File: src/common/qm_pkg.sv
package qm_pkg;

    ////////////////////////////////////////////////////////////
    // host register map
    ////////////////////////////////////////////////////////////

    // one host register, also the word width of every field array
    localparam int REG_SIZE = 32;

    // host byte address width
    localparam int MMIO_ADDR_WIDTH = 32;

    // each queue owns a 4 KB page, queue index starts here
    localparam int PAGE_SHIFT = 12;

    // buffer address is the high word over the low word
    localparam int BUF_ADDR_WIDTH = 2 * REG_SIZE;

    ////////////////////////////////////////////////////////////
    // field and table selects
    ////////////////////////////////////////////////////////////

    // register within a queue page, from address bits 3:2
    typedef enum logic [1:0] {
        FIELD_TAIL   = 2'd0,
        FIELD_HEAD   = 2'd1,
        FIELD_L_ADDR = 2'd2,
        FIELD_H_ADDR = 2'd3
    } q_field_t;

    // address bit just above the queue index
    typedef enum logic {
        TABLE_PKT = 1'b0,
        TABLE_DSC = 1'b1
    } table_sel_t;

    // field bits inside the byte address
    localparam int FIELD_LSB = 2;

endpackage

File: src/design/bram_true2port.sv
`timescale 1ns/10ps

module bram_true2port #(
    parameter int DEPTH  = 16,
    parameter int AWIDTH = 4
) (
    input  logic                        pcie_clk,
    input  logic [AWIDTH-1:0]           address_a,
    input  logic [AWIDTH-1:0]           address_b,
    input  logic [qm_pkg::REG_SIZE-1:0] data_a,
    input  logic [qm_pkg::REG_SIZE-1:0] data_b,
    input  logic                        rden_a,
    input  logic                        rden_b,
    input  logic                        wren_a,
    input  logic                        wren_b,
    output logic [qm_pkg::REG_SIZE-1:0] q_a,
    output logic [qm_pkg::REG_SIZE-1:0] q_b
);

    import qm_pkg::*;

    logic [REG_SIZE-1:0] mem [DEPTH];

    // first read stage, right out of the array
    logic [REG_SIZE-1:0] rd_a_r;
    logic [REG_SIZE-1:0] rd_b_r;

    // port a
    always_ff @(posedge pcie_clk) begin
        if (wren_a) begin
            mem[address_a] <= data_a;
        end
        if (rden_a) begin
            rd_a_r <= mem[address_a];
        end
        q_a <= rd_a_r;
    end

    // port b, same read pipeline
    always_ff @(posedge pcie_clk) begin
        if (wren_b) begin
            mem[address_b] <= data_b;
        end
        if (rden_b) begin
            rd_b_r <= mem[address_b];
        end
        q_b <= rd_b_r;
    end

endmodule

File: src/queue_table/queue_table.sv
`timescale 1ns/10ps

module queue_table #(
    parameter int NUM_QUEUES      = 16,
    parameter int QUEUE_IDX_WIDTH = 4,
    parameter int RB_AWIDTH       = 16
) (
    input  logic                              pcie_clk,
    input  logic                              host_wr_en,
    input  logic [QUEUE_IDX_WIDTH-1:0]        host_wr_queue,
    input  qm_pkg::q_field_t                  host_wr_field,
    input  logic [qm_pkg::REG_SIZE-1:0]       host_wr_data,
    input  logic                              lookup_en,
    input  logic [QUEUE_IDX_WIDTH-1:0]        lookup_queue,
    input  logic                              tail_wr_en,
    input  logic [QUEUE_IDX_WIDTH-1:0]        tail_queue,
    input  logic [RB_AWIDTH-1:0]              new_tail,
    output logic [RB_AWIDTH-1:0]              head,
    output logic [RB_AWIDTH-1:0]              tail,
    output logic [qm_pkg::BUF_ADDR_WIDTH-1:0] buf_addr
);

    import qm_pkg::*;

    logic [QUEUE_IDX_WIDTH-1:0] tails_addr_a;
    logic [REG_SIZE-1:0]        tail_wdata;
    logic                       tail_wr_a;
    logic                       head_bypass;
    logic                       head_wr_b;
    logic                       l_addr_wr_b;
    logic                       h_addr_wr_b;

    logic [REG_SIZE-1:0] tails_q;
    logic [REG_SIZE-1:0] heads_q;
    logic [REG_SIZE-1:0] l_addrs_q;
    logic [REG_SIZE-1:0] h_addrs_q;

    // written head carried alongside the array read latency
    logic                 head_bypass_r;
    logic                 head_bypass_r2;
    logic [RB_AWIDTH-1:0] bypass_head_r;
    logic [RB_AWIDTH-1:0] bypass_head_r2;

    ////////////////////////////////////////////////////////////
    // port a steering and bypass detect
    ////////////////////////////////////////////////////////////

    always_comb begin
        // lookup owns port a, tail writes only when no lookup
        tail_wr_a    = tail_wr_en && !lookup_en;
        tails_addr_a = lookup_en ? lookup_queue : tail_queue;
        tail_wdata   = REG_SIZE'(new_tail);

        head_wr_b   = host_wr_en && (host_wr_field == FIELD_HEAD);
        l_addr_wr_b = host_wr_en && (host_wr_field == FIELD_L_ADDR);
        h_addr_wr_b = host_wr_en && (host_wr_field == FIELD_H_ADDR);

        // same queue on both ports, array read would be undefined
        head_bypass = lookup_en && head_wr_b && (host_wr_queue == lookup_queue);
    end

    always_ff @(posedge pcie_clk) begin
        head_bypass_r  <= head_bypass;
        head_bypass_r2 <= head_bypass_r;
        bypass_head_r  <= host_wr_data[RB_AWIDTH-1:0];
        bypass_head_r2 <= bypass_head_r;
    end

    always_comb begin
        head     = head_bypass_r2 ? bypass_head_r2 : heads_q[RB_AWIDTH-1:0];
        tail     = tails_q[RB_AWIDTH-1:0];
        buf_addr = {h_addrs_q, l_addrs_q};
    end

    ////////////////////////////////////////////////////////////
    // field arrays
    ////////////////////////////////////////////////////////////

    bram_true2port #(.DEPTH(NUM_QUEUES), .AWIDTH(QUEUE_IDX_WIDTH)) tails (
        .pcie_clk  (pcie_clk),
        .address_a (tails_addr_a),
        .address_b (host_wr_queue),
        .data_a    (tail_wdata),
        .data_b    (host_wr_data),
        .rden_a    (lookup_en),
        .rden_b    (1'b0),
        .wren_a    (tail_wr_a),
        .wren_b    (1'b0),
        .q_a       (tails_q),
        .q_b       ()
    );

    bram_true2port #(.DEPTH(NUM_QUEUES), .AWIDTH(QUEUE_IDX_WIDTH)) heads (
        .pcie_clk  (pcie_clk),
        .address_a (lookup_queue),
        .address_b (host_wr_queue),
        .data_a    ('0),
        .data_b    (host_wr_data),
        .rden_a    (lookup_en && !head_bypass),
        .rden_b    (1'b0),
        .wren_a    (1'b0),
        .wren_b    (head_wr_b),
        .q_a       (heads_q),
        .q_b       ()
    );

    bram_true2port #(.DEPTH(NUM_QUEUES), .AWIDTH(QUEUE_IDX_WIDTH)) l_addrs (
        .pcie_clk  (pcie_clk),
        .address_a (lookup_queue),
        .address_b (host_wr_queue),
        .data_a    ('0),
        .data_b    (host_wr_data),
        .rden_a    (lookup_en),
        .rden_b    (1'b0),
        .wren_a    (1'b0),
        .wren_b    (l_addr_wr_b),
        .q_a       (l_addrs_q),
        .q_b       ()
    );

    bram_true2port #(.DEPTH(NUM_QUEUES), .AWIDTH(QUEUE_IDX_WIDTH)) h_addrs (
        .pcie_clk  (pcie_clk),
        .address_a (lookup_queue),
        .address_b (host_wr_queue),
        .data_a    ('0),
        .data_b    (host_wr_data),
        .rden_a    (lookup_en),
        .rden_b    (1'b0),
        .wren_a    (1'b0),
        .wren_b    (h_addr_wr_b),
        .q_a       (h_addrs_q),
        .q_b       ()
    );

endmodule

File: config.mk
export PLATFORM = sky130hd
export DESIGN_NAME = queue_table
export DESIGN_NICKNAME = d
export VERILOG_FILES = /design/src/common/qm_pkg.sv /design/src/design/bram_true2port.sv /design/src/queue_table/queue_table.sv
export SDC_FILE = /design/constraint.sdc
export NUM_CORES = 1
export LEC_CHECK = 0
export BUFFER_PORTS_ARGS = -buffer_cell sky130_fd_sc_hd__clkbuf_2
export CORE_MARGIN = 8
export CORE_UTILIZATION = 35
export CTS_BUF_LIST = sky130_fd_sc_hd__clkbuf_8
export CTS_CLUSTER_DIAMETER = 200
export DETAILED_ROUTE_END_ITERATION = 12
export GPL_TIMING_DRIVEN = 1
export REMOVE_ABC_BUFFERS = 1
export SYNTH_ARGS = -nofsm -noshare
export SYNTH_HDL_FRONTEND = slang
export SYNTH_HIERARCHICAL = 1
export SYNTH_SLANG_ARGS = --single-unit
export TNS_END_PERCENT = 30
File: constraint.sdc
create_clock -name pcie_clk -period 5.2 [get_ports pcie_clk]
set_input_delay 0.26 -clock pcie_clk [delete_from_list [all_inputs] [get_ports pcie_clk]]
set_output_delay 0.26 -clock pcie_clk [all_outputs]
set_load 0.02 [all_outputs]
**Yosys cells after proc, flatten, opt, wreduce, memory -nomap -nowiden**

Memories as Yosys holds them, arrays and structs flattened. A register that Yosys moved wholly into a read port is not among the register bits.
Cells that the tools add are included.

- Equal/unequal tests: 4
- Multiplexer cells: 10
- Reduce and logical (&&, ||, !) cells: 9

Operators by type and width:

| cell | number |
|---|---|
| 16-bit 2-to-1 mux | 1 |
| 1-bit 2-to-1 mux | 8 |
| 1-bit logical AND | 7 |
| 2-bit == test (second input constant) | 2 |
| 4-bit == test | 1 |
| 4-bit 2-to-1 mux | 1 |
| 2-bit by 1-bit == test with 1-bit output (second input constant) | 1 |
| 1-bit zero test | 2 |

- Register bits: 130
- Bits in writable memories: 1792
- Input bits: 66
- Output and inout port bits: 96
- Logic and storage cells: 35
- Memories kept: 4

Memories:

| name | words | bits a word | read ports | clocked after Yosys merged registers in | wr ports | line | source |
|---|---|---|---|---|---|---|---|
| h_addrs.mem | 16 | 32 | 1 | 1 | 1 | bram_true2port.sv:22 | `logic [REG_SIZE-1:0] mem [DEPTH];` |
| heads.mem | 16 | 32 | 1 | 1 | 1 | bram_true2port.sv:22 |  |
| l_addrs.mem | 16 | 32 | 1 | 1 | 1 | bram_true2port.sv:22 |  |
| tails.mem | 16 | 16 | 1 | 1 | 1 | bram_true2port.sv:22 |  |

**Longest topological paths before layout**

- Depth in word-level cells: 6
- Gate-level depth with buffers: 8
- Mapped depth without buffers: 5

**By module**

Netlist, hierarchy kept.

Modules (own cells, without submodules):

| module | instances | cells an instance | area each (um^2) | seq. area each (um^2) |
|---|---|---|---|---|
| bram_true2port at heads ... | 3 | 1863 | 32552.5 | 18577.8 |
| bram_true2port at h_addrs | 1 | 1858 | 32756.4 | 18577.8 |
| queue_table | 1 | 73 | 1072.3 | 680.7 |

**Least setup slack after synthesis**

OpenSTA, ideal clock, no wires.

- Path kind: in2reg
- From: input lookup_en
- To: memory tails/mem[0][0] in the netlist's numbering, enable pin
- Setup time: 466 ps
- Data arrival time: 3927 ps
- Data required time: 4734 ps
- Slack: 808 ps
- Stages on the path: 6
- Buffers on the path: 3
- Path through: clkbuf_2 mux2_2 buf_2 clkbuf_1 or3b_2 o21ai_0

- Elaborated cells on any way between the ends: 5
- Those cells by class: mux (3); reduce/logical (2)

RTL lines:

| what | line | source |
|---|---|---|
| from (decl) | queue_table.sv:13 | `input logic lookup_en,` |
| 4-bit 2-to-1 mux | queue_table.sv:51 | `tails_addr_a = lookup_en ? lookup_queue : tail_queue;` |
| net tails_addr_a[0] | queue_table.sv:25 | `logic [QUEUE_IDX_WIDTH-1:0] tails_addr_a;` |
| to (decl) | bram_true2port.sv:22 |  |

The timed path passes the listed nets, and every way through them passes these cells.

**Worst setup path in the final report**

- From: input host_wr_field[1]
- To: memory l_addrs.mem[4][17], enable pin

- Cells in the longest elaborated chain, start to end: 4

RTL lines:

| what | line | source |
|---|---|---|
| from (decl) | queue_table.sv:11 | `input qm_pkg::q_field_t host_wr_field,` |
| 2-bit == test | queue_table.sv:55 | `l_addr_wr_b = host_wr_en && (host_wr_field == FIELD_L_ADDR);` |
| 1-bit logical AND | queue_table.sv:55 |  |
| net l_addr_wr_b | queue_table.sv:30 | `logic l_addr_wr_b;` |
| 1-bit 2-to-1 mux | bram_true2port.sv:41 | `if (wren_b) begin` |
| 1-bit 2-to-1 mux (not written as such) | bram_true2port.sv:42 | `mem[address_b] <= data_b;` |
| to (decl) | bram_true2port.sv:22 |  |

The timed path passes the listed nets, and every way through them passes these cells.

==> impl_metrics.toml <==
[floorplanning]
num_io_pins = 162
rows = 179
core-area_mm2 = 0.238
die_w_um = 505
start_util = 0.352
dieArea_mm2 = 0.255
die_h_um = 505

[outcome]
outcome = "finished with violations"
failed_checks = "max-slew violations"

[timing]
hold_viol_final = 0
tns_ps = 0
drv_slew = 174
period_share = 0.566
rsz0062_at_grt = "false"
finalCriticalPeriod_ps = 2940
holdWs_ps = 125
setup_viol = 0
relSlewSlack = -0.418
fmax_mhz = 340
tightest_slew_ps = 2120
fin_skew_ps = 57.1

[routing]
dr_total_vias = 46158
ant_nets = 0
avgRoutedWirePerCell_um = 27.0
drc_errors = 0
wl_um = 239000
via_per_inst = 5.21
dr.pass1.iters = 5
drtIter0Drc = 3924

[cells_and_area]
fin_nets = 5521
fin_area_mm2 = 0.0959
fillers = 21863
area_delta_synth_final_pct = 14.6
fin_cells = 8854
drive_above_1_share = 0.474

[worst_setup_path]
cp-end-kind = "register"
start_kind = "primary input"
crit_fanout = 33
crit_type = "primary input to register"
crit_arrival_ps = 3540
crit_required_ps = 5790

[place]
place.gp.congestion = 0.779
io_buffer_count = 161
placed_cells = 8255
hpwl_um = 140000
placed_area_mm2 = 0.0897

[power_and_ir_drop]
power_density_mw_per_mm2 = 324
switchingPower_mw = 7.48
seq_power_share = 0.521
p_leak_nw = 32.6
p_comb_frac = 0.087
swShare = 0.241
power.internal_mw = 23.6
power.total_mw = 31.1
ir_drop_mv = 0.227
pwr-share-clk = 0.393

[clocking]
htreeDepth = 5
clockBufferDepth = 4
cts_sinks = 1762
tritoncts = "yes"
clock-root-buffer = "clkbuf_8"
cts_buffers = 327
clk_pin_slew_ps = 60
clk_latency_ps = 1030

[global_route]
grt_first_pass_wirelength_um = 344000
grt_pass1_vias = 48757
grt_max_degree = 122
groute.usage.overall = 0.182
antenna_found_initial = 12
globalRoute.totalOverflow = 0

[min_path]
hp-class = "primary input to register"

[yosys]
synthCells = 4779
netlist_area_mm2 = 0.0837
syn_avg_cell_area_um2 = 17.5
yosys_warnings = 6

[flow_run]
drv_cap = 0
-- per-layer routing --
| metal | track usage | part of all wire | vias up |
|---|---|---|---|
| met5 | 0 | 0.000084 | - |
| met1 | 0.237 | 0.42 | 24404 |
| met2 | 0.310 | 0.50 | 1501 |
| met3 | 0.0335 | 0.060 | 354 |
| met4 | 0.0534 | 0.026 | 4 |
| li1 | - | - | 19895 |
-- final cells by class --
class	count	area [um2]	area share
Sequential cell	1762	51600	0.538
Multi-Input combinational cell	3034	32200	0.336
Clock buffer	349	4800	0.0501
Tap cell	3167	3960	0.0413
Timing Repair Buffer	329	2260	0.0236
Clock inverter	210	1010	0.0106
Antenna cell	2	5.00	0.0000522
Inverter	1	3.75	0.0000392
-- cells in the final DEF, fill, tap and decap left out, drive strengths merged, types with 3 or more instances in the layout --
cell type and instances:
nand3b 16, xor2 4, nor3 3, conb 585, clkinvlp 6, edfxtp 1632, buf 145, mux4 384
mux2 1556, or3b 4, bufinv 6, clkinv 82, nor3b 4, nor2b 14, a41o 16, clkbuf 495
o22ai 24, nand3 4, or2 4, nor2 48, nand2b 25, dfxtp 130, or3 6, o21ai 22
nand2 113, inv 117, and2 5, a22oi 192, dlygate4sd3 38
-- metrics by stage --
step,setup WS (ps),util
after detailed placement,1710,0.377
after CTS,2260,0.403
after global placement,1760,0.377
after global routing,2120,0.403
final,2260,0.403
after floorplan,1410,-
-- worst max-delay path, stage by stage --
cell and delay [ps]:
dlygate4sd3_1 520, clkbuf_2 120, nand2_1 50, nor2_1 400, nand3b_1 500, or3_2 1000, o21ai_4 620
-- power groups by stage --
stage               logic (mW)  registers, mW  clock network [mW]
CTS                       2.63           16.2                12.6
global placement          2.56           16.5                   0
finish                    2.69           16.2                12.2
floorplan                 1.45           16.5                   0
detailed placement        2.60           16.5                   0
global route              2.88           16.2                13.2
-- registers in the layout, indices dropped and copies added, names as in the netlist --
register / count
heads/rd_a_r: 16
head_bypass_r2: 1
h_addrs/rd_a_r: 32
heads/q_a: 16
l_addrs/q_a: 32
tails/mem: 256
bypass_head_r: 16
tails/q_a: 16
l_addrs/rd_a_r: 32
heads/mem: 256
h_addrs/q_a: 32
tails/rd_a_r: 16
l_addrs/mem: 512
bypass_head_r2: 16
head_bypass_r: 1
h_addrs/mem: 512
-- path summary, 6_finish.rpt --
path	startpoint	slack [ps]	to	depth (start not counted)
hold / removal	host_wr_data[3]	120	h_addrs/mem[14][3]$_DFFE_PP_	2
setup reg to reg	l_addrs/mem[11][11]$_DFFE_PP_	3420	l_addrs/rd_a_r[11]$_DFFE_PP_	3
hold reg to reg	bypass_head_r[4]$_DFF_P_	320	bypass_head_r2[4]$_DFF_P_	0
setup / recovery	host_wr_field[1]	2260	l_addrs/mem[4][17]$_DFFE_PP_	7
-- timing repair --
item,CTS,global route
hold buffers,38,0
setup buffers,0,0
gates resized for setup,0,0
hold endpoints to repair,416,0
Note: power is estimated with default switching activity, not from simulation.
