## src/common/qm_pkg.sv

```systemverilog
package qm_pkg;

    ////////////////////////////////////////////////////////////
    // host register map
    ////////////////////////////////////////////////////////////

    // one host register, also the word width of every field array
    localparam int REG_SIZE = 32;

    // host byte address width
    localparam int MMIO_ADDR_WIDTH = 32;

    // each queue owns a 4 KB page, queue index starts here
    localparam int PAGE_SHIFT = 12;

    // buffer address is the high word over the low word
    localparam int BUF_ADDR_WIDTH = 2 * REG_SIZE;

    ////////////////////////////////////////////////////////////
    // field and table selects
    ////////////////////////////////////////////////////////////

    // register within a queue page, from address bits 3:2
    typedef enum logic [1:0] {
        FIELD_TAIL   = 2'd0,
        FIELD_HEAD   = 2'd1,
        FIELD_L_ADDR = 2'd2,
        FIELD_H_ADDR = 2'd3
    } q_field_t;

    // address bit just above the queue index
    typedef enum logic {
        TABLE_PKT = 1'b0,
        TABLE_DSC = 1'b1
    } table_sel_t;

    // field bits inside the byte address
    localparam int FIELD_LSB = 2;

endpackage

```

## src/design/mmio_decoder.sv

```systemverilog
`timescale 1ns/10ps

module mmio_decoder #(
    parameter int NUM_QUEUES      = 16,
    parameter int QUEUE_IDX_WIDTH = 4
) (
    input  logic                               pcie_clk,
    input  logic                               pcie_reset_n,
    input  logic [qm_pkg::MMIO_ADDR_WIDTH-1:0] mmio_address,
    input  logic                               mmio_write,
    input  logic [qm_pkg::REG_SIZE-1:0]        mmio_writedata,
    output logic                               pkt_wr_en,
    output logic                               dsc_wr_en,
    output logic [QUEUE_IDX_WIDTH-1:0]         wr_queue,
    output qm_pkg::q_field_t                   wr_field,
    output logic [qm_pkg::REG_SIZE-1:0]        wr_data,
    output logic                               head_cleared,
    output logic [QUEUE_IDX_WIDTH-1:0]         head_cleared_queue
);

    import qm_pkg::*;

    logic [QUEUE_IDX_WIDTH-1:0] page_idx;
    q_field_t                   field;
    table_sel_t                 table_sel;
    logic                       wr_ok;
    logic                       pkt_head_wr;

    ////////////////////////////////////////////////////////////
    // address split
    ////////////////////////////////////////////////////////////

    always_comb begin
        page_idx  = mmio_address[PAGE_SHIFT +: QUEUE_IDX_WIDTH];
        table_sel = table_sel_t'(mmio_address[PAGE_SHIFT + QUEUE_IDX_WIDTH]);
        field     = q_field_t'(mmio_address[FIELD_LSB +: 2]);

        // tails belong to the DMA engine, host writes to them are dropped
        wr_ok = mmio_write && (field != FIELD_TAIL) && (page_idx < NUM_QUEUES);

        pkt_head_wr = wr_ok && (table_sel == TABLE_PKT) && (field == FIELD_HEAD);
    end

    ////////////////////////////////////////////////////////////
    // registered write strobes
    ////////////////////////////////////////////////////////////

    always_ff @(posedge pcie_clk) begin
        if (!pcie_reset_n) begin
            pkt_wr_en    <= 1'b0;
            dsc_wr_en    <= 1'b0;
            head_cleared <= 1'b0;
        end else begin
            pkt_wr_en    <= wr_ok && (table_sel == TABLE_PKT);
            dsc_wr_en    <= wr_ok && (table_sel == TABLE_DSC);
            head_cleared <= pkt_head_wr;
        end
    end

    // payload for the port-b write
    always_ff @(posedge pcie_clk) begin
        if (wr_ok) begin
            wr_queue <= page_idx;
            wr_field <= field;
            wr_data  <= mmio_writedata;
        end
        if (pkt_head_wr) begin
            head_cleared_queue <= page_idx;
        end
    end

endmodule

```

## config.mk

```make
export PLATFORM = sky130hd
export DESIGN_NAME = mmio_decoder
export DESIGN_NICKNAME = d
export VERILOG_FILES = /design/src/common/qm_pkg.sv /design/src/design/mmio_decoder.sv
export SDC_FILE = /design/constraint.sdc
export NUM_CORES = 1
export LEC_CHECK = 0
export BUFFER_PORTS_ARGS = -buffer_cell sky130_fd_sc_hd__buf_2
export CORE_MARGIN = 5
export CORE_UTILIZATION = 39
export CTS_BUF_LIST = sky130_fd_sc_hd__clkbuf_4 sky130_fd_sc_hd__clkbuf_8
export DETAILED_ROUTE_END_ITERATION = 8
export PLACE_DENSITY = 0.81
export SLEW_MARGIN = 20
export SYNTH_ARGS = -nofsm -noshare
export SYNTH_HDL_FRONTEND = slang
export SYNTH_SLANG_ARGS = --single-unit
```

## constraint.sdc

```tcl
create_clock -name pcie_clk -period 1.8 [get_ports pcie_clk]
set_input_delay 0.18 -clock pcie_clk [delete_from_list [all_inputs] [get_ports pcie_clk]]
set_output_delay 0.18 -clock pcie_clk [all_outputs]
set_load 0.05 [all_outputs]
```

* Word-level counts from Yosys, hierarchy flattened
Index checks and enable logic that the tools add are counted.
** Cells by class
- Eq/ne operators :: 1
- Bitwise logic cells :: 1
- Reductions and logical operators :: 5
** Operators with widths (number)
- $logic_and 1x1->1 :: 4
- $eq 2x1->1 const B :: 1
- $reduce_bool 2->1 :: 1
- $not 1->1 :: 1
** Storage, ports and cells
- Flip-flop bits (word level) :: 45

* Longest topological paths before layout
Gate-level depths: netlist (run 1).
- Depth after elaboration :: 4
- Mapped depth :: 2
- Depth with buffers taken out :: 2

* Worst setup path after synthesis (run 1)
Ideal clock, no wire load.
- Path type :: in2reg
- From :: in mmio_address[3] (netlist name)
- To :: reg wr_data[0] (netlist name), enable pin
- Arrival time :: 1.095 ns
- Data required time :: 1.402 ns
- Setup slack :: 0.307 ns
- Stages on the path :: 1
- Buffers on the path :: 0
- Cell sequence :: o21a_1
** On the way
- Cells in the longest elaborated chain, start to end :: 2
** RTL lines
- start: declaration :: line mmio_decoder.sv:9 : input logic [qm_pkg::MMIO_ADDR_WIDTH-1:0] mmio_address,
- $reduce_bool 2->1 :: line mmio_decoder.sv:39 : wr_ok = mmio_write && (field != FIELD_TAIL) && (page_idx < NUM_QUEUES);
- $logic_and 1x1->1 :: line mmio_decoder.sv:39
- end signal: assignment :: line mmio_decoder.sv:65 : wr_data <= mmio_writedata;
- end: declaration :: line mmio_decoder.sv:16 : output logic [qm_pkg::REG_SIZE-1:0] wr_data,
Every way passes these cells.
A chain may end at the register's enable or synchronous reset.

* Worst setup path after layout (run 1)
- From :: in mmio_address[16] (netlist name)
- To :: reg head_cleared_queue[1], enable pin
** On the way
- Cells in the longest elaborated chain, start to end :: 3
** RTL lines
- $not 1->1 :: line mmio_decoder.sv:41 : pkt_head_wr = wr_ok && (table_sel == TABLE_PKT) && (field == FIELD_HEAD);
- $logic_and 1x1->1 (2 in series) :: line mmio_decoder.sv:41
- via pkt_head_wr :: line mmio_decoder.sv:27 : logic pkt_head_wr;
- end signal: assignment :: line mmio_decoder.sv:68 : head_cleared_queue <= page_idx;
- end: declaration :: line mmio_decoder.sv:18 : output logic [QUEUE_IDX_WIDTH-1:0] head_cleared_queue
The timed path passes the listed nets, and every way through them passes these cells.

==> impl_metrics.json, run 1 <==
{
  "groute.usage.overall_pct": 16.4,
  "leakagePower_uw": 0.000979,
  "dp_worst_setup_slack_ns": 0.774,
  "die_height_um": 69.2,
  "fin_ws_ns": 0.569,
  "final-max-slew-violation-count": 0,
  "grt_pass1_wl_um": 5870,
  "detail_route.wirelength.met1_um": 1190,
  "timing.max_cap.violations": 0,
  "drt_drc_violations_left": 0,
  "cts_setup_buffers": 0,
  "count_of_inserted_antenna_diode_cells": 0,
  "port_buffers": 86,
  "fillers": 269,
  "topRoutingLayerUsed": "met4",
  "fin_tns_setup_ns": 0,
  "cts_tree": "done",
  "grt_start_max_net_pins": 21,
  "arrival_ns": 1.28,
  "floorplan.io_pins": 112,
  "synth_area_um2": 1370,
  "synth_sequential_area_ratio_pct": 96.6,
  "syn_avg_cell_area_um2": 26.3,
  "synth_to_final_area_change_pct": 67.2,
  "synthDominantCellAreaShare_pct": 92.2,
  "ctsLongestPathBuffers": 2,
  "final_layout_size_suffix_gt1_share_pct": 52.2,
  "yosys_register_bits": 45,
  "synthMostInstantiatedCell": "sky130_fd_sc_hd__edfxtp_1",
  "critical_path.startpoint_type": "primary input",
  "number_of_enable_type_register_cells_in_the_synthesized_netlist": 42,
  "clock_tree.htree_level_count": 2,
  "route.antenna.remaining_nets": 0,
  "clock-root-buffer": "sky130_fd_sc_hd__clkbuf_4",
  "met2_layer_wire_length_in_the_routed_design_um": 2020,
  "met3_wirelength_um": 455,
  "synth.distinct_cells": 9,
  "period_minus_slack_ns": 1.23,
  "crit_required_ns": 1.85,
  "power.density_cell_area_nw_per_um2": 966,
  "detail_route.wl_per_cell_um": 16.2,
  "antenna_found_initial": 0,
  "post_synthesis_net_count": 119,
  "postSynth.topFlopCell": "sky130_fd_sc_hd__edfxtp_1",
  "postSynthCellCount": 52,
  "endpoint_kind": "flop",
  "seq_area_um2": 1320,
  "core_um2": 3360,
  "cts.sinks": 45,
  "hold_path.class": "primary input to flop",
  "drtPass1Iterations": 4,
  "vias_per_cell": 4.37,
  "detail_route.iter0.violations": 33,
  "numCtsBuffers": 5,
  "yosys.area.top_type": "sky130_fd_sc_hd__edfxtp_1",
  "dieArea_um2": 4790,
  "achievable-frequency_ghz": 0.812,
  "grt_setup_unrepaired": "no",
  "cts-hold-fix-buffers": 33,
  "first_global_vias": 1138,
  "path_clk_slew_ns": 0.13,
  "worst_pin_slew_ns": 0.290,
  "cts-resized-gates": 0,
  "finalSetupViolations": 0,
  "yosys_warnings": 0,
  "ys_top_cells_by_count": "42 x sky130_fd_sc_hd__edfxtp_1, 3 x sky130_fd_sc_hd__dfxtp_1",
  "multiInputGateArea_um2": 47.5,
  "initial_utilization_pct": 40.7,
  "synth.area.top_cells": "sky130_fd_sc_hd__edfxtp_1 92%, sky130_fd_sc_hd__dfxtp_1 4.4%, sky130_fd_sc_hd__and4bb_1 0.91%",
  "setup.worst_path.class": "primary input to flop",
  "layout_worst_path_cycle_share_pct": 68.4,
  "max_slew_margin_pct": 80.4,
  "vias": 1005,
  "result_of_the_run": "finished, final reports clean",
  "critical_path.max_fanout": 5,
  "finalWirelength_um": 3730,
  "grt_remaining_overflow": 0,
  "die_width_um": 69.2,
  "irDropWorstVdd_mv": 0.669,
  "gp_congestion": 0.738,
  "async_flop_share_pct": 0,
  "final_net_count": 250,
  "rows": 21,
  "final_hold_viol_count": 0
}
-- cells in the final DEF, fill, tap and decap left out --
cell type | Yosys | routed
sky130_fd_sc_hd__o21ai_0 | 1 | 1
sky130_fd_sc_hd__clkbuf_4 | 0 | 5
sky130_fd_sc_hd__dlygate4sd3_1 | 0 | 36
sky130_fd_sc_hd__nand2_1 | 1 | 1
sky130_fd_sc_hd__clkinv_1 | 0 | 1
sky130_fd_sc_hd__clkinv_2 | 0 | 1
sky130_fd_sc_hd__nor3b_1 | 1 | 1
sky130_fd_sc_hd__edfxtp_1 | 42 | 42
sky130_fd_sc_hd__buf_2 | 0 | 86
sky130_fd_sc_hd__nor2_1 | 1 | 1
sky130_fd_sc_hd__buf_4 | 0 | 2
sky130_fd_sc_hd__clkinv_4 | 0 | 1
sky130_fd_sc_hd__o21a_2 | 0 | 1
sky130_fd_sc_hd__dfxtp_1 | 3 | 3
sky130_fd_sc_hd__and2_1 | 1 | 1
sky130_fd_sc_hd__and4bb_1 | 1 | 1
-- routing by layer --
metal	track usage [%]	vias up
met3	9.86	8
li1	-	468
met1	15.6	466
met2	28.6	63
met4	5.86	0
met5	0	-
-- kinds of logic after synthesis --
kind of cell     count (synthesis)  synth area share [%]
flip-flops                      45                  96.6
AND/OR/NAND/NOR                  5                  2.47
AO/OA/AOI/OAI                    2                 0.915
-- sequential cells by signal, indices dropped and copies added, names as in the netlist --
signal / count
head_cleared: 1
head_cleared_queue: 4
wr_field: 2
pkt_wr_en: 1
dsc_wr_en: 1
wr_data: 32
wr_queue: 4
-- stage by stage --
stage	hold slack, ns	util (%)	instance area, µm²	instances	total power (µW)
floorplan	0.256	-	1370	52	1580
global placement	0.356	55.7	1870	186	1700
detailed placement	0.359	55.7	1870	186	1710
CTS	0.0000373	67.1	2260	227	2210
global route	0.00591	68.0	2290	230	2310
finish	0.0285	68.0	2290	230	2210
-- path summary, 6_finish.rpt --
kind	from	endpoint	slack, ns	cells past startpoint
min	mmio_address[13]	wr_queue[1]	0.03	1
max	mmio_address[16]	head_cleared_queue[1]	0.57	3
-- worst max-delay path: stages --
cell and delay (ns):
sky130_fd_sc_hd__dlygate4sd3_1 0.53, sky130_fd_sc_hd__buf_2 0.14, sky130_fd_sc_hd__and4bb_1 0.42
-- final cells by class --
cell class	count	share of cell area [%]
flip-flops and latches	45	57.8
repair buffers	124	35.2
well taps	46	2.52
multi-input cells	7	2.08
clock buffers	5	1.64
clock inverters	3	0.766
-- where the power goes --
part	switching, µW	internal (µW)	total [µW]
combinational	362	140	502
sequential	18.1	1230	1250
clock	309	148	457
total	689	1520	2210
(Power assumes the default switching activity.)
==> run 2, diff against run 1 <==
--- a/config.mk
+++ b/config.mk
@@ -7,10 +7,10 @@
 export LEC_CHECK = 0
 export BUFFER_PORTS_ARGS = -buffer_cell sky130_fd_sc_hd__buf_2
 export CORE_MARGIN = 5
-export CORE_UTILIZATION = 39
+export CORE_UTILIZATION = 35
 export CTS_BUF_LIST = sky130_fd_sc_hd__clkbuf_4 sky130_fd_sc_hd__clkbuf_8
 export DETAILED_ROUTE_END_ITERATION = 8
-export PLACE_DENSITY = 0.81
+export PLACE_DENSITY = 0.76
 export SLEW_MARGIN = 20
 export SYNTH_ARGS = -nofsm -noshare
 export SYNTH_HDL_FRONTEND = slang
==> constraint.sdc (replaced) <==
create_clock -name pcie_clk -period 1.1 [get_ports pcie_clk]
set_input_delay 0.11 -clock pcie_clk [delete_from_list [all_inputs] [get_ports pcie_clk]]
set_output_delay 0.11 -clock pcie_clk [all_outputs]
set_load 0.05 [all_outputs]
==> run 2 against run 1 <==
  * First-iteration DRC count up 76%
  * Sequential cell count stayed put
  * Worst hold slack got worse by 0.013 ns
  * Design area rose by 2.3%
  * Clock-buffer cell count did not move
  * Critical path depth is 2 lower
  * Total power grew 83%
  * Critical endpoint is now wr_data[29]
==> impl_metrics.json, run 2 (synthesis results as in run 1) <==
{
  "final_net_count": 248,
  "crit_path_max_incr_delay_ns": 0.34,
  "fin_ws_ns": 0.0917,
  "achievable-frequency_ghz": 0.992,
  "endpoint_kind": "output pin",
  "comb_power_share_pct": 20.3,
  "synth_to_final_area_change_pct": 71.1,
  "core_um2": 3720,
  "placedCellCount": 187,
  "grt_start_max_net_pins": 39,
  "detail_route.iter0.violations": 58,
  "crit_required_ns": 0.99,
  "internal-power_uw": 2910,
  "drt_drc_violations_left": 0,
  "critical_path.max_fanout": 1,
  "leakagePower_uw": 0.000993,
  "power.switching_fraction_pct": 27.9,
  "die_width_um": 72.5,
  "seq_area_um2": 1320,
  "cts_setup_buffers": 0,
  "irDropWorstVdd_mv": 1.17,
  "grt_remaining_overflow": 0,
  "period_minus_slack_ns": 1.01,
  "cts-hold-fix-buffers": 33,
  "detail_route.wl_per_cell_um": 15.5,
  "layout_worst_path_cycle_share_pct": 91.7,
  "arrival_ns": 0.90,
  "layoutNonFillerInstCount": 230,
  "totalPowerFinal_uw": 4040,
  "final_common_cell": "sky130_fd_sc_hd__buf_2",
  "vias": 967,
  "multiInputGateArea_um2": 47.5,
  "path_clk_slew_ns": 0.08,
  "vias_per_cell": 4.20,
  "fin_tns_setup_ns": 0,
  "groute.usage.overall_pct": 13.2,
  "initial_utilization_pct": 36.8,
  "largest_register_ffs": 32,
  "antenna_found_initial": 0,
  "finalWirelength_um": 3560,
  "port_buffers": 86,
  "critical_path.startpoint_type": "flop",
  "clock_tree.htree_level_count": 2,
  "first_global_vias": 981,
  "cts_tree": "done",
  "fillers": 263,
  "timing.max_cap.violations": 0,
  "path_cells": "buf_2",
  "grt_pass1_wl_um": 5060,
  "floorplan.io_pins": 112,
  "largest_registers": "wr_data (32), head_cleared_queue (4), wr_queue (4)",
  "result_of_the_run": "finished, final reports clean",
  "cts-resized-gates": 0,
  "worst_pin_slew_ns": 0.267,
  "p_clk_share_pct": 29.0,
  "route.antenna.remaining_nets": 0,
  "crit_family": "flip-flops",
  "clock-root-buffer": "sky130_fd_sc_hd__clkbuf_8",
  "gp_congestion": 0.813,
  "final_hold_viol_count": 0,
  "dp_worst_setup_slack_ns": 0.145,
  "setup.worst_path.class": "flop to output pin",
  "sequentialPowerShare_pct": 50.7,
  "rows": 22,
  "dieArea_um2": 5260,
  "numCtsBuffers": 5,
  "die_height_um": 72.5,
  "max_flop_register": "wr_data",
  "drtPass1Iterations": 4,
  "hold_path.class": "primary input to flop",
  "critical_path_buf_inv_count": 1,
  "ctsLongestPathBuffers": 2,
  "max_slew_margin_pct": 82.3,
  "final-max-slew-violation-count": 0,
  "final_layout_size_suffix_gt1_share_pct": 52.2,
  "finalSetupViolations": 0,
  "critical-path-slowest-cell": "sky130_fd_sc_hd__edfxtp_1",
  "cts.sinks": 45,
  "grt_setup_unrepaired": "no",
  "final_cell_mix": "86 x sky130_fd_sc_hd__buf_2, 42 x sky130_fd_sc_hd__edfxtp_1, 35 x sky130_fd_sc_hd__dlygate4sd3_1",
  "power.switching_uw": 1130,
  "count_of_inserted_antenna_diode_cells": 0,
  "power.density_cell_area_nw_per_um2": 1730
}
-- run 2: cell types whose count changed in the layout (fill, tap and decap cells not counted), sizes merged --
cell	previous run	this run
bufinv	0	1
buf	88	87
clkinvlp	0	1
dlygate4sd3	36	35
clkinv	3	1
-- run 2: per-layer routing --
metal / share of wire (%) / vias up / global-route usage (%)
li1: - / 461 / -
met1: 36 / 432 / 13.7
met2: 50 / 69 / 23.9
met3: 13 / 5 / 5.54
met4: 0.76 / 0 / 4.30
met5: 0 / - / 0
-- run 2: metrics by stage --
stage,hold slack [ns],utilization (%),cell area (µm²)
detailed placement,0.288,50.6,1880
global route,0.000228,63.0,2340
global placement,0.287,50.6,1880
CTS,0.00226,62.4,2320
floorplan,0.186,-,1370
finish,0.0153,63.0,2340
-- run 2: final timing paths --
| kind | start | endpoint | slack [ns] | cells past startpoint |
|---|---|---|---|---|
| setup / recovery | wr_data[29] | wr_data[29] | 0.09 | 1 |
| hold / removal | mmio_address[15] | head_cleared_queue[3] | 0.02 | 1 |
-- run 2: area by class of cell --
class	count	share of cell area (%)
sequential	45	56.5
timing repair buffer	122	34.2
clock buffer	5	2.94
tap	48	2.57
multi-input combinational	7	2.03
clock inverter	3	1.76
-- run 2: power groups by stage --
stage                     Combinational (µW)  Sequential, µW  Clock [µW]
final                                    821            2050        1170
after global routing                     851            2060        1280
after CTS                                817            2050        1220
after detailed placement                 725            2090           0
after global placement                   716            2080           0
after floorplan                         32.8            2550           0
==> run 3, diff against run 2 <==
--- a/config.mk
+++ b/config.mk
@@ -5,12 +5,12 @@
 export SDC_FILE = /design/constraint.sdc
 export NUM_CORES = 1
 export LEC_CHECK = 0
-export BUFFER_PORTS_ARGS = -buffer_cell sky130_fd_sc_hd__buf_2
 export CORE_MARGIN = 5
-export CORE_UTILIZATION = 35
+export CORE_UTILIZATION = 57
 export CTS_BUF_LIST = sky130_fd_sc_hd__clkbuf_4 sky130_fd_sc_hd__clkbuf_8
 export DETAILED_ROUTE_END_ITERATION = 8
-export PLACE_DENSITY = 0.76
+export DONT_BUFFER_PORTS = 1
+export PLACE_DENSITY = 0.75
 export SLEW_MARGIN = 20
 export SYNTH_ARGS = -nofsm -noshare
 export SYNTH_HDL_FRONTEND = slang
==> run 3 against run 2 <==
  * The flow now finishes with violations (negative setup slack)
  * Sequential cell count did not move
  * Clock-buffer cell count is 1 higher
  * Combinational power fell by 77%
  * Routed wire length shrank 11%
  * Die area fell by 34%
  * Cell count down 43%
  * Sequential power up 24%
  * Largest cell class unchanged
  * Critical endpoint is now wr_data[19]
  * Setup slack worse by 0.13 ns
  * Clock power shrank 15%
==> impl_metrics.json, run 3 (synthesis results as in run 1) <==
{
  "initial_utilization_pct": 60.7,
  "drtPass1Iterations": 3,
  "leakagePower_uw": 0.000682,
  "vias_per_cell": 5.33,
  "max_slew_margin_pct": 65.6,
  "irDropWorstVdd_mv": 1.65,
  "seq_area_um2": 1330,
  "fillers": 97,
  "final_layout_size_suffix_gt1_share_pct": 14.4,
  "dieArea_um2": 3480,
  "grt_remaining_overflow": 0,
  "groute.usage.overall_pct": 19.4,
  "utilization_pct": 86.1,
  "achievable-frequency_ghz": 0.876,
  "dp.final_hpwl_um": 1850,
  "final_net_count": 170,
  "die_height_um": 59.0,
  "finalWirelength_um": 3150,
  "first_global_vias": 805,
  "final_common_cell": "sky130_fd_sc_hd__edfxtp_1",
  "drt_drc_violations_left": 0,
  "die_width_um": 59.0,
  "floorplan.io_pins": 112,
  "grt_pass1_wl_um": 4710,
  "hold_path.class": "primary input to flop",
  "layoutNonFillerInstCount": 132,
  "layout_worst_path_cycle_share_pct": 104,
  "setup.worst_path.class": "flop to output pin",
  "rows": 17,
  "route.antenna.remaining_nets": 0,
  "endpoint_kind": "output pin",
  "gp_congestion": 0.650,
  "final-max-slew-violation-count": 0,
  "period_minus_slack_ns": 1.14,
  "vias": 704,
  "path_clk_slew_ns": 0.13,
  "clock_tree.htree_level_count": 2,
  "antenna_found_initial": 0,
  "worst_pin_slew_ns": 0.517,
  "ctsLongestPathBuffers": 2,
  "grt_start_max_net_pins": 28,
  "result_of_the_run": "finished with violations",
  "final_hold_viol_count": 0,
  "critical_path.max_fanout": 1,
  "final_cell_mix": "42 x sky130_fd_sc_hd__edfxtp_1, 41 x sky130_fd_sc_hd__dlygate4sd3_1, 6 x sky130_fd_sc_hd__clkbuf_4",
  "fin_tns_setup_ns": -0.296,
  "critical_path.startpoint_type": "flop",
  "count_of_inserted_antenna_diode_cells": 0,
  "timing.max_cap.violations": 0,
  "hold_critical_path_depth": 1,
  "totalPowerFinal_uw": 3730,
  "largest_registers": "wr_data (32), head_cleared_queue (4), wr_queue (4)",
  "placedCellCount": 83,
  "finalSetupViolations": 27,
  "detail_route.iter0.violations": 6,
  "grt_setup_unrepaired": "yes",
  "fin_ws_ns": -0.0422,
  "port_buffers": 0,
  "multiInputGateArea_um2": 47.5,
  "cts_tree": "done",
  "numCtsBuffers": 5,
  "cts.sinks": 45,
  "power.density_cell_area_nw_per_um2": 1920,
  "max_flop_register": "wr_data",
  "arrival_ns": 1.03,
  "violations": "negative setup slack",
  "largest_register_ffs": 32,
  "clock-root-buffer": "sky130_fd_sc_hd__clkbuf_4",
  "core_um2": 2250,
  "worstHoldStart": "mmio_address[16]",
  "worstHoldEndpoint": "head_cleared_queue[3]",
  "synth_to_final_area_change_pct": 41.9,
  "crit_required_ns": 0.99,
  "detail_route.wl_per_cell_um": 23.8
}
[run 3: changes by cell type in the layout (fill, tap and decap cells not counted)]
cell                            before  now
sky130_fd_sc_hd__clkinv_4            0    1
sky130_fd_sc_hd__buf_6               0    1
sky130_fd_sc_hd__dfxtp_2             0    3
sky130_fd_sc_hd__clkinv_1            1    0
sky130_fd_sc_hd__clkinvlp_4          1    0
sky130_fd_sc_hd__buf_2              86    0
sky130_fd_sc_hd__clkbuf_8            5    0
sky130_fd_sc_hd__dfxtp_1             3    0
sky130_fd_sc_hd__clkbuf_4            0    6
sky130_fd_sc_hd__dlygate4sd3_1      35   41
sky130_fd_sc_hd__buf_4               0    1
[run 3: repair_timing]
item / CTS / global route
hold endpoints to repair: 45 / 0
setup endpoints to repair: 44 / 42
buffers inserted: 0 / 0
hold buffers: 41 / 0
gates resized for setup: 3 / 1
cloned: 0 / 0
[run 3: stage by stage]
| stage | instance area (µm²) | setup WS [ns] | hold slack (ns) |
|---|---|---|---|
| floorplan | 1370 | 0.0522 | 0.186 |
| global placement | 1440 | 0.277 | 0.188 |
| detailed placement | 1440 | 0.257 | 0.194 |
| CTS | 1940 | -0.0736 | 0.183 |
| global route | 1940 | -0.0748 | 0.184 |
| finish | 1940 | -0.0422 | 0.200 |
[run 3: worst max path at each step]
stage | end | depth (start not counted) | slack, ns | start
floorplan | wr_data[0] | 1 | 0.05 | mmio_address[3]
finish | wr_data[19] | 0 | -0.04 | wr_data[19]
global route | wr_data[30] | 0 | -0.07 | wr_data[30]
CTS | wr_data[19] | 0 | -0.07 | wr_data[19]
global placement | head_cleared_queue[1] | 1 | 0.28 | mmio_address[3]
detailed placement | head_cleared_queue[1] | 1 | 0.26 | mmio_address[3]
[run 3: where the power goes]
group / switching, µW / internal, µW
Combinational: 73.2 / 117
Sequential: 508 / 2030
Clock: 489 / 509
Total: 1070 / 2660
[run 3: final cells by class]
class | instances | share of cell area (%)
sequential | 45 | 68.3
timing repair buffer | 44 | 23.1
multi-input combinational | 7 | 2.45
clock buffer | 6 | 2.32
clock inverter | 2 | 2.00
tap | 28 | 1.81
[run 3: per-layer routing]
layer / vias up / track usage, % / share of wire [%] / wire [µm]
li1: 311 / - / - / -
met3: 4 / 8.28 / 12 / 392
met2: 57 / 33.3 / 52 / 1630
met4: 0 / 5.83 / 0.73 / 23
met1: 332 / 22.0 / 35 / 1100
met5: - / 0 / 0 / 0
